**src/source/isa_pkg.sv**
```systemverilog
`default_nettype none

package isa_pkg;

  localparam int FUNCT3_W = 3;

  // ======================================================================
  // Instruction formats
  // ======================================================================

  typedef struct packed {
    logic [6:0]          funct7;
    logic [4:0]          rs2;
    logic [4:0]          rs1;
    logic [FUNCT3_W-1:0] funct3;
    logic [4:0]          rd;
    logic [6:0]          opcode;
  } inst_r_t;

  typedef struct packed {
    logic [11:0]         imm;
    logic [4:0]          rs1;
    logic [FUNCT3_W-1:0] funct3;
    logic [4:0]          rd;
    logic [6:0]          opcode;
  } inst_i_t;

  typedef struct packed {
    logic                imm_12;
    logic [5:0]          imm_10_5;
    logic [4:0]          rs2;
    logic [4:0]          rs1;
    logic [FUNCT3_W-1:0] funct3;
    logic [3:0]          imm_4_1;
    logic                imm_11;
    logic [6:0]          opcode;
  } inst_b_t;

  // Same 32-bit word, three decodings
  typedef union packed {
    inst_r_t r;
    inst_i_t i;
    inst_b_t b;
  } inst_t;

  // ======================================================================
  // Functional unit encodings
  // ======================================================================

  typedef enum logic [3:0] {
    ALU_ADD, ALU_SUB, ALU_AND, ALU_OR, ALU_XOR,
    ALU_SLT, ALU_SLTU, ALU_SLL, ALU_SRL, ALU_SRA
  } alu_op_e;

  // Values follow funct3 of the M extension
  typedef enum logic [FUNCT3_W-1:0] {
    MUL_MUL = 3'd0, MUL_MULH = 3'd1, MUL_MULHSU = 3'd2, MUL_MULHU = 3'd3
  } mul_func_e;

  typedef enum logic [FUNCT3_W-1:0] {
    BR_BEQ  = 3'b000, BR_BNE  = 3'b001, BR_BLT  = 3'b100,
    BR_BGE  = 3'b101, BR_BLTU = 3'b110, BR_BGEU = 3'b111
  } br_func_e;

endpackage

`default_nettype wire

```
**src/source/exec_pkg.sv**
```systemverilog
`default_nettype none

package exec_pkg;

  // ======================================================================
  // Datapath and machine sizes
  // ======================================================================

  localparam int XLEN    = 32;
  localparam int SHAMT_W = 5;

  localparam int PHYS_REGS = 128;
  localparam int ROB_DEPTH = 64;

  localparam int PRF_TAG_W = $clog2(PHYS_REGS);
  localparam int ROB_IDX_W = $clog2(ROB_DEPTH);

  // Multiplier latency in cycles
  localparam int MULT_STAGES = 4;

  typedef logic [XLEN-1:0]      word_t;
  typedef logic [PRF_TAG_W-1:0] prf_tag_t;
  typedef logic [ROB_IDX_W-1:0] rob_idx_t;

  // ======================================================================
  // Issue side
  // ======================================================================

  typedef struct packed {
    logic              valid;          // Single-cycle strobe
    isa_pkg::inst_t    inst;
    isa_pkg::alu_op_e  alu_op;
    word_t             opa;            // After operand mux
    word_t             opb;
    word_t             rs1_val;        // Raw register values
    word_t             rs2_val;
    word_t             imm;
    word_t             npc;
    prf_tag_t          dest_tag;
    rob_idx_t          rob_idx;
    logic              rd_mem;
    logic              wr_mem;
    logic              uncond_branch;
  } issue_packet_t;

  // ======================================================================
  // Completion bus and load/store queue port
  // ======================================================================

  typedef struct packed {
    logic     valid;
    word_t    value;
    prf_tag_t dest_prf;
    rob_idx_t rob_idx;
    logic     branch_taken;
    logic     is_jump;
    word_t    npc;
  } completion_t;

  typedef struct packed {
    logic                         valid;
    logic                         is_load;
    logic                         is_store;
    rob_idx_t                     rob_idx;
    prf_tag_t                     dest_prf;    // Loads only
    word_t                        addr;
    word_t                        store_data;  // Stores only
    logic [isa_pkg::FUNCT3_W-1:0] funct3;      // Load width and sign
  } lsq_req_t;

  // Slot order on the completion bus
  localparam int CMPL_ALU   = 0;
  localparam int CMPL_MUL   = 1;
  localparam int CMPL_BR    = 2;
  localparam int CMPL_SLOTS = 3;

endpackage

`default_nettype wire

```
**src/source/alu_unit.sv**
```systemverilog
`timescale 1ns/100ps
`default_nettype none

module alu_unit (
  input  exec_pkg::issue_packet_t req_i,
  output exec_pkg::word_t         result_o
);
  import exec_pkg::*;
  import isa_pkg::*;

  logic [SHAMT_W-1:0] shamt;

  assign shamt = req_i.opb[SHAMT_W-1:0];  // Low bits only, as in RV32I

  always_comb begin
    case (req_i.alu_op)
      ALU_ADD: begin
        result_o = req_i.opa + req_i.opb;
      end
      ALU_SUB: begin
        result_o = req_i.opa - req_i.opb;
      end
      ALU_AND: begin
        result_o = req_i.opa & req_i.opb;
      end
      ALU_OR: begin
        result_o = req_i.opa | req_i.opb;
      end
      ALU_XOR: begin
        result_o = req_i.opa ^ req_i.opb;
      end
      ALU_SLT: begin
        result_o = word_t'($signed(req_i.opa) < $signed(req_i.opb));
      end
      ALU_SLTU: begin
        result_o = word_t'(req_i.opa < req_i.opb);
      end
      ALU_SLL: begin
        result_o = req_i.opa << shamt;
      end
      ALU_SRL: begin
        result_o = req_i.opa >> shamt;
      end
      ALU_SRA: begin
        result_o = word_t'($signed(req_i.opa) >>> shamt);  // Keeps sign bit
      end
      default: begin
        result_o = '0;
      end
    endcase
  end

endmodule

`default_nettype wire

```
**src/source/branch_unit.sv**
```systemverilog
`timescale 1ns/100ps
`default_nettype none

module branch_unit (
  input  exec_pkg::issue_packet_t req_i,
  output exec_pkg::completion_t   complete_o
);
  import exec_pkg::*;
  import isa_pkg::*;

  br_func_e func;
  word_t    target;
  logic     taken;

  // Target from the shared ALU, operands set up at issue
  alu_unit u_target_alu (
    .req_i    (req_i),
    .result_o (target)
  );

  assign func = br_func_e'(req_i.inst.b.funct3);

  always_comb begin
    taken = 1'b0;
    if (req_i.uncond_branch) begin
      taken = 1'b1;  // JAL and JALR
    end else begin
      case (func)
        BR_BEQ:  taken = (req_i.rs1_val == req_i.rs2_val);
        BR_BNE:  taken = (req_i.rs1_val != req_i.rs2_val);
        BR_BLT:  taken = ($signed(req_i.rs1_val) <  $signed(req_i.rs2_val));
        BR_BGE:  taken = ($signed(req_i.rs1_val) >= $signed(req_i.rs2_val));
        BR_BLTU: taken = (req_i.rs1_val <  req_i.rs2_val);
        BR_BGEU: taken = (req_i.rs1_val >= req_i.rs2_val);
        default: taken = 1'b0;
      endcase
    end
  end

  // ======================================================================
  // Completion slot
  // ======================================================================

  always_comb begin
    complete_o = '0;
    if (req_i.valid) begin
      complete_o.valid        = 1'b1;
      complete_o.value        = target;
      complete_o.dest_prf     = req_i.dest_tag;  // Link register for jumps
      complete_o.rob_idx      = req_i.rob_idx;
      complete_o.branch_taken = taken;
      complete_o.is_jump      = req_i.uncond_branch;
      complete_o.npc          = req_i.npc;
    end
  end

endmodule

`default_nettype wire

```
**src/source/execute_stage.sv**
```systemverilog
`timescale 1ns/100ps
`default_nettype none

module execute_stage (
  input  logic                                              clock,
  input  logic                                              reset,
  input  exec_pkg::issue_packet_t                           alu_req_i,
  input  exec_pkg::issue_packet_t                           mul_req_i,
  input  exec_pkg::issue_packet_t                           lsu_req_i,
  input  exec_pkg::issue_packet_t                           br_req_i,
  output exec_pkg::completion_t [exec_pkg::CMPL_SLOTS-1:0]  complete_o,
  output exec_pkg::lsq_req_t                                lsq_o
);
  import exec_pkg::*;

  word_t alu_result;

  // ======================================================================
  // Functional units
  // ======================================================================

  alu_unit u_alu (
    .req_i    (alu_req_i),
    .result_o (alu_result)
  );

  mul_unit u_mul (
    .clock      (clock),
    .reset      (reset),
    .req_i      (mul_req_i),
    .complete_o (complete_o[CMPL_MUL])  // Four cycles behind its request
  );

  lsu_agen u_lsu (
    .req_i (lsu_req_i),
    .lsq_o (lsq_o)
  );

  branch_unit u_br (
    .req_i      (br_req_i),
    .complete_o (complete_o[CMPL_BR])
  );

  // ======================================================================
  // ALU completion slot
  // ======================================================================

  always_comb begin
    complete_o[CMPL_ALU] = '0;
    if (alu_req_i.valid) begin
      complete_o[CMPL_ALU].valid    = 1'b1;
      complete_o[CMPL_ALU].value    = alu_result;
      complete_o[CMPL_ALU].dest_prf = alu_req_i.dest_tag;
      complete_o[CMPL_ALU].rob_idx  = alu_req_i.rob_idx;
      complete_o[CMPL_ALU].npc      = alu_req_i.npc;
    end
  end

endmodule

`default_nettype wire

```
**src/source/lsu_agen.sv**
```systemverilog
`timescale 1ns/100ps
`default_nettype none

module lsu_agen (
  input  exec_pkg::issue_packet_t req_i,
  output exec_pkg::lsq_req_t      lsq_o
);
  import exec_pkg::*;

  word_t offset;
  word_t addr;

  // Sign-extended 12-bit displacement
  assign offset = {{(XLEN-12){req_i.imm[11]}}, req_i.imm[11:0]};
  assign addr   = req_i.rs1_val + offset;

  always_comb begin
    lsq_o = '0;
    if (req_i.valid && req_i.rd_mem) begin
      lsq_o.valid    = 1'b1;
      lsq_o.is_load  = 1'b1;
      lsq_o.rob_idx  = req_i.rob_idx;
      lsq_o.dest_prf = req_i.dest_tag;
      lsq_o.addr     = addr;
      lsq_o.funct3   = req_i.inst.i.funct3;  // Byte, half or word, signed or not
    end else if (req_i.valid && req_i.wr_mem) begin
      lsq_o.valid      = 1'b1;
      lsq_o.is_store   = 1'b1;
      lsq_o.rob_idx    = req_i.rob_idx;
      lsq_o.addr       = addr;
      lsq_o.store_data = req_i.rs2_val;
    end
    // Neither kind leaves the port idle
  end

endmodule

`default_nettype wire

```
**src/source/mul_unit.sv**
```systemverilog
`timescale 1ns/100ps
`default_nettype none

module mul_unit (
  input  logic                    clock,
  input  logic                    reset,
  input  exec_pkg::issue_packet_t req_i,
  output exec_pkg::completion_t   complete_o
);
  import exec_pkg::*;
  import isa_pkg::*;

  // Bookkeeping that rides along with each product
  typedef struct packed {
    prf_tag_t dest_prf;
    rob_idx_t rob_idx;
    logic     upper;     // Return the high word
  } mul_tag_t;

  mul_func_e                           func;
  logic                                a_signed;
  logic                                b_signed;
  logic [2*XLEN-1:0]                   opa_ext;
  logic [2*XLEN-1:0]                   opb_ext;
  mul_tag_t                            tag_d;

  logic [MULT_STAGES-1:0]              valid_q;
  mul_tag_t [MULT_STAGES-1:0]          tag_q;
  logic [2*XLEN-1:0]                   opa_q;
  logic [2*XLEN-1:0]                   opb_q;
  logic [MULT_STAGES-1:1][2*XLEN-1:0]  prod_q;

  // ======================================================================
  // Operand extension
  // ======================================================================

  assign func     = mul_func_e'(req_i.inst.r.funct3);
  assign a_signed = (func == MUL_MULH) || (func == MUL_MULHSU);
  assign b_signed = (func == MUL_MULH);

  assign opa_ext = {{XLEN{a_signed & req_i.rs1_val[XLEN-1]}}, req_i.rs1_val};
  assign opb_ext = {{XLEN{b_signed & req_i.rs2_val[XLEN-1]}}, req_i.rs2_val};

  assign tag_d.dest_prf = req_i.dest_tag;
  assign tag_d.rob_idx  = req_i.rob_idx;
  assign tag_d.upper    = (func != MUL_MUL);

  // ======================================================================
  // Pipeline
  // ======================================================================

  always_ff @(posedge clock) begin
    if (reset) begin
      valid_q <= '0;
    end else begin
      valid_q <= {valid_q[MULT_STAGES-2:0], req_i.valid};
    end
  end

  always_ff @(posedge clock) begin
    opa_q    <= opa_ext;   // Stage 0
    opb_q    <= opb_ext;
    tag_q[0] <= tag_d;
    prod_q[1] <= opa_q * opb_q;  // Low 64 bits cover every variant
    for (int i = 1; i < MULT_STAGES; i++) begin
      tag_q[i] <= tag_q[i-1];
    end
    for (int i = 2; i < MULT_STAGES; i++) begin
      prod_q[i] <= prod_q[i-1];
    end
  end

  always_comb begin
    complete_o = '0;
    if (valid_q[MULT_STAGES-1]) begin
      complete_o.valid    = 1'b1;
      complete_o.value    = tag_q[MULT_STAGES-1].upper ?
                            prod_q[MULT_STAGES-1][2*XLEN-1:XLEN] :
                            prod_q[MULT_STAGES-1][XLEN-1:0];
      complete_o.dest_prf = tag_q[MULT_STAGES-1].dest_prf;
      complete_o.rob_idx  = tag_q[MULT_STAGES-1].rob_idx;
    end
  end

endmodule

`default_nettype wire

```
**config.mk**
```make
export PLATFORM = sky130hd
export DESIGN_NAME = execute_stage
export DESIGN_NICKNAME = d
export VERILOG_FILES = /design/src/source/isa_pkg.sv /design/src/source/exec_pkg.sv /design/src/source/alu_unit.sv /design/src/source/branch_unit.sv /design/src/source/execute_stage.sv /design/src/source/lsu_agen.sv /design/src/source/mul_unit.sv
export SDC_FILE = /design/constraint.sdc
export NUM_CORES = 2
export LEC_CHECK = 0
export BUFFER_PORTS_ARGS = -buffer_cell sky130_fd_sc_hd__clkbuf_2
export CORE_AREA = 2 2 516 518
export CTS_CLUSTER_DIAMETER = 30
export DETAILED_ROUTE_END_ITERATION = 8
export DIE_AREA = 0 0 518 520
export GPL_TIMING_DRIVEN = 0
export SETUP_SLACK_MARGIN = 0.1
export SKIP_CTS_REPAIR_TIMING = 1
export SLEW_MARGIN = 0
export SYNTH_ARGS = -nofsm -noshare
export SYNTH_HDL_FRONTEND = slang
export SYNTH_SLANG_ARGS = --single-unit
```
**constraint.sdc**
```tcl
create_clock -name clock -period 21.8 [get_ports clock]
set_input_delay 0 -clock clock [delete_from_list [all_inputs] [get_ports clock]]
set_output_delay 0 -clock clock [all_outputs]
set_load 0.01 [all_outputs]
```
==> flow_summary.yaml <==
worst_hold_path:
  worst_hold_path_type: "in2reg"
  holdPathStages: 2
  hold_path_end: "u_mul.opa_q[14]$_DFF_P_"
  worstHoldStart: "mul_req_i[126]"
logic_synthesis:
  syn_inst: 7594
  synthTopCellsByArea: "fa_1, dfxtp_1, ha_1"
  post-synth-top-area-cell: "fa_1"
  ys_ff_latch: 318
  ys_types: 97
  yosys_warnings: 0
  synth_top_area_share: 0.3462
  ys_async_sr_fraction: 0
  syn_area_sq_mm: 0.06535
  seq_area_frac_synth: 0.09742
  syn_area_per_cell_sq_um: 8.606
  synth_edf_count: 0
  synthFlopType: "dfxtp_1"
timing:
  tightest_slew_ns: 1.517
  fin_ws_ns: 12.01
  slew_violations: 4
  relSlewSlack: -0.02003
  hold_ws_ns: -0.01007
  rsz0062_at_grt: "no"
  setup_violations: 0
  setup_tns_ns: 0
  hold_viol: 1
  fmax_mhz: 102.2
  period_share: 0.4490
  fin_crit_ns: 9.789
  clock_skew_ns: 0.04542
setup_path:
  cp-end-kind: "flip-flop"
  cp.required_ns: 22.32
  reg2reg_to: "u_mul.prod_q[63]$_DFF_P_"
  start_kind: "flip-flop"
  r2r_cells: 27
  crit_path_max_fanout: 10
  reg2reg_from: "u_mul.opa_q[10]$_DFF_P_"
  crit_type: "reg2reg"
  reg2reg_slack_ns: 12.01
  cp.arrival_ns: 10.31
clocking:
  clkSinkCount: 318
  tritoncts: "built"
  numCtsBuffers: 49
  path_clk_slew_ns: 0.06
  clockRootBuffer: "clkbuf_16"
  cts_buffer_depth: 3
  clock_latency_ns: 0.65
  htree_levels: 2
die:
  die_y_microns: 520
  die_w_microns: 518
  rows: 189
  ios: 1305
  die_area_sq_mm: 0.2694
  core-area_sq_mm: 0.2639
  start_util: 0.2476
layout:
  fin_nets: 11170
  syn2layout_area_growth_pct: 18.99
  layout-drive-gt1-share: 0.1215
  fill_cells: 28520
drt:
  via_count: 61530
  routed_via_density: 4.922
  drt_iter0_drc: 6755
  finalWirelength_microns: 332600
  post_drt_wl_per_cell_microns: 26.61
  drtPass1Iterations: 6
  drcViolationCount: 0
  drtAntennaViolNets: 0
global_routing:
  grt_max_degree: 25
  grt_use_met2: 0.3714
  grt-ovfl-total: 0
  grt_first_pass_wirelength_microns: 462000
  first_global_vias: 59600
  antenna_found_initial: 77
  grt_usage: 0.2410
  met3_usage: 0.06494
  grtUsageMet1: 0.2764
  grt-busiest-layer: "met2"
place:
  gp_congestion: 1.057
  port_buffers: 760
  hpwl_microns: 280400
  post-place-ws_ns: 12.12
outcome:
  outcome: "finished with violations"
  violations: "negative hold slack, max-capacitance violations, max-slew violations"
flow_run:
  cap_viol_max_count: 1
==> layout make-up <==
type                            instances  area, sq um  share of cell area
Clock inverter                         40        496.7            0.006388
Multi-Input combinational cell       5489        52070              0.6696
Timing Repair Buffer                  905         5253             0.06755
Buffer                                491         2048             0.02634
Antenna cell                          340        850.8             0.01094
Tap cell                             3533         4420             0.05685
Clock buffer                           52         1257             0.01617
Sequential cell                       318         6366             0.08187
Inverter                             1331         4996             0.06425
==> cells in the final DEF (no fill, tap or decap), types with 28 or more instances in the layout <==
master	synthesis	routed
diode_2	0	340
a21oi_1	349	349
mux4_2	73	73
conb_1	1	36
buf_2	35	35
dlygate4sd3_1	0	144
o21bai_1	33	33
nor3_1	69	69
a31oi_1	48	48
o211ai_1	50	50
xor2_1	44	44
and3_1	34	34
clkbuf_2	0	760
clkbuf_16	0	49
nand4_1	34	34
a21o_1	83	83
a221oi_1	38	38
dfxtp_1	318	318
inv_1	1325	1325
o31ai_1	28	28
nand2_1	753	753
nand3_1	71	71
nor2b_1	79	79
or3_1	29	29
fa_1	1130	1130
buf_4	41	42
a211oi_1	58	58
nand2b_1	45	45
nor2_1	415	415
buf_1	33	33
o22ai_1	38	38
o21ai_0	250	249
a22oi_1	36	36
and2_1	695	695
mux2i_1	145	145
xnor2_1	99	99
ha_1	469	469
clkbuf_1	381	382
==> metrics by stage <==
| stage | instances | hold WS [ns] | utilization | area, sq um |
|---|---|---|---|---|
| floorplan | 7629 | 0.02772 | - | 65480 |
| global placement | 11920 | 0.1026 | 0.2793 | 73710 |
| detailed placement | 11920 | 0.1039 | 0.2793 | 73710 |
| CTS | 12020 | -0.6214 | 0.2860 | 75470 |
| global route | 12430 | -0.01320 | 0.2940 | 77600 |
| finish | 12500 | -0.01007 | 0.2946 | 77760 |
==> worst max path at each step <==
stage	startpoint	end	cells past startpoint
2_1_floorplan	u_mul.opa_q[32]$_DFF_P_	u_mul.prod_q[60]$_DFF_P_	26
3_3_place_gp	u_mul.opb_q[9]$_DFF_P_	u_mul.prod_q[63]$_DFF_P_	26
3_5_place_dp	u_mul.opa_q[10]$_DFF_P_	u_mul.prod_q[63]$_DFF_P_	27
4_1_cts	u_mul.opa_q[10]$_DFF_P_	u_mul.prod_q[63]$_DFF_P_	27
5_1_grt	u_mul.opa_q[32]$_DFF_P_	u_mul.prod_q[62]$_DFF_P_	25
6_report	u_mul.opa_q[10]$_DFF_P_	u_mul.prod_q[63]$_DFF_P_	27
==> synthesized netlist by cell type, drive strengths merged, types with 13 or more instances <==
cell type,instances
inv,1328
fa,1130
nand2,753
and2,696
ha,469
nor2,415
clkbuf,381
a21oi,352
dfxtp,318
o21ai,277
mux2i,145
buf,110
xnor2,99
a21o,83
nor2b,79
mux4,73
nand3,71
nor3,69
a211oi,58
o211ai,50
a31oi,48
nand2b,45
xor2,44
a221oi,39
o22ai,38
a22oi,36
and3,34
nand4,34
o21bai,34
or3,30
o31ai,29
a211o,23
o21a,22
a311oi,13
o311ai,13
==> critical path: stages (launching register included) <==
cell      delay [ns]
dfxtp_1         0.58
clkbuf_1        0.92
nand2_1         0.19
fa_1            0.57
fa_1            0.56
inv_1           0.07
fa_1            0.50
inv_1           0.05
fa_1            0.53
inv_1           0.06
fa_1            0.43
fa_1            0.54
fa_1            0.50
inv_1           0.05
fa_1            0.47
inv_1           0.04
ha_1            0.26
clkbuf_1        0.32
nand4_1         0.21
nor3_1          0.34
nand2_1         0.12
a31oi_1         0.19
nor4b_1         0.12
o31ai_1         0.99
a21oi_1         0.25
o31ai_1         0.49
a21oi_1         0.15
xnor2_1         0.14
==> kinds of logic after synthesis <==
logic type	count (synthesis)	share of synthesized area
buffers and inverters	1822	0.1078
adder cells (fa/ha/maj)	1599	0.4360
XOR/XNOR	143	0.01917
AO/OA/AOI/OAI	1210	0.1189
multiplexers	228	0.04909
other	1	0.00005738
flip-flops	318	0.09742
AND/OR/NAND/NOR	2273	0.1716
==> state kept, by name, summed over array words and instances, names as in the netlist <==
register and count:
u_mul.valid_q 4, u_mul.prod_q 192, u_mul.tag_q 56, u_mul.opa_q 33, u_mul.opb_q 33
==> routing by layer <==
layer  wire length (microns)  vias up
met1                  118200    30370
li1                        -    26350
met2                  148700     3875
met5                     144        -
met3                   33530      913
met4                   32120       20
Power is not shown: default switching activity piles up to over one toggle a cycle in this logic, so the estimate is an artifact.
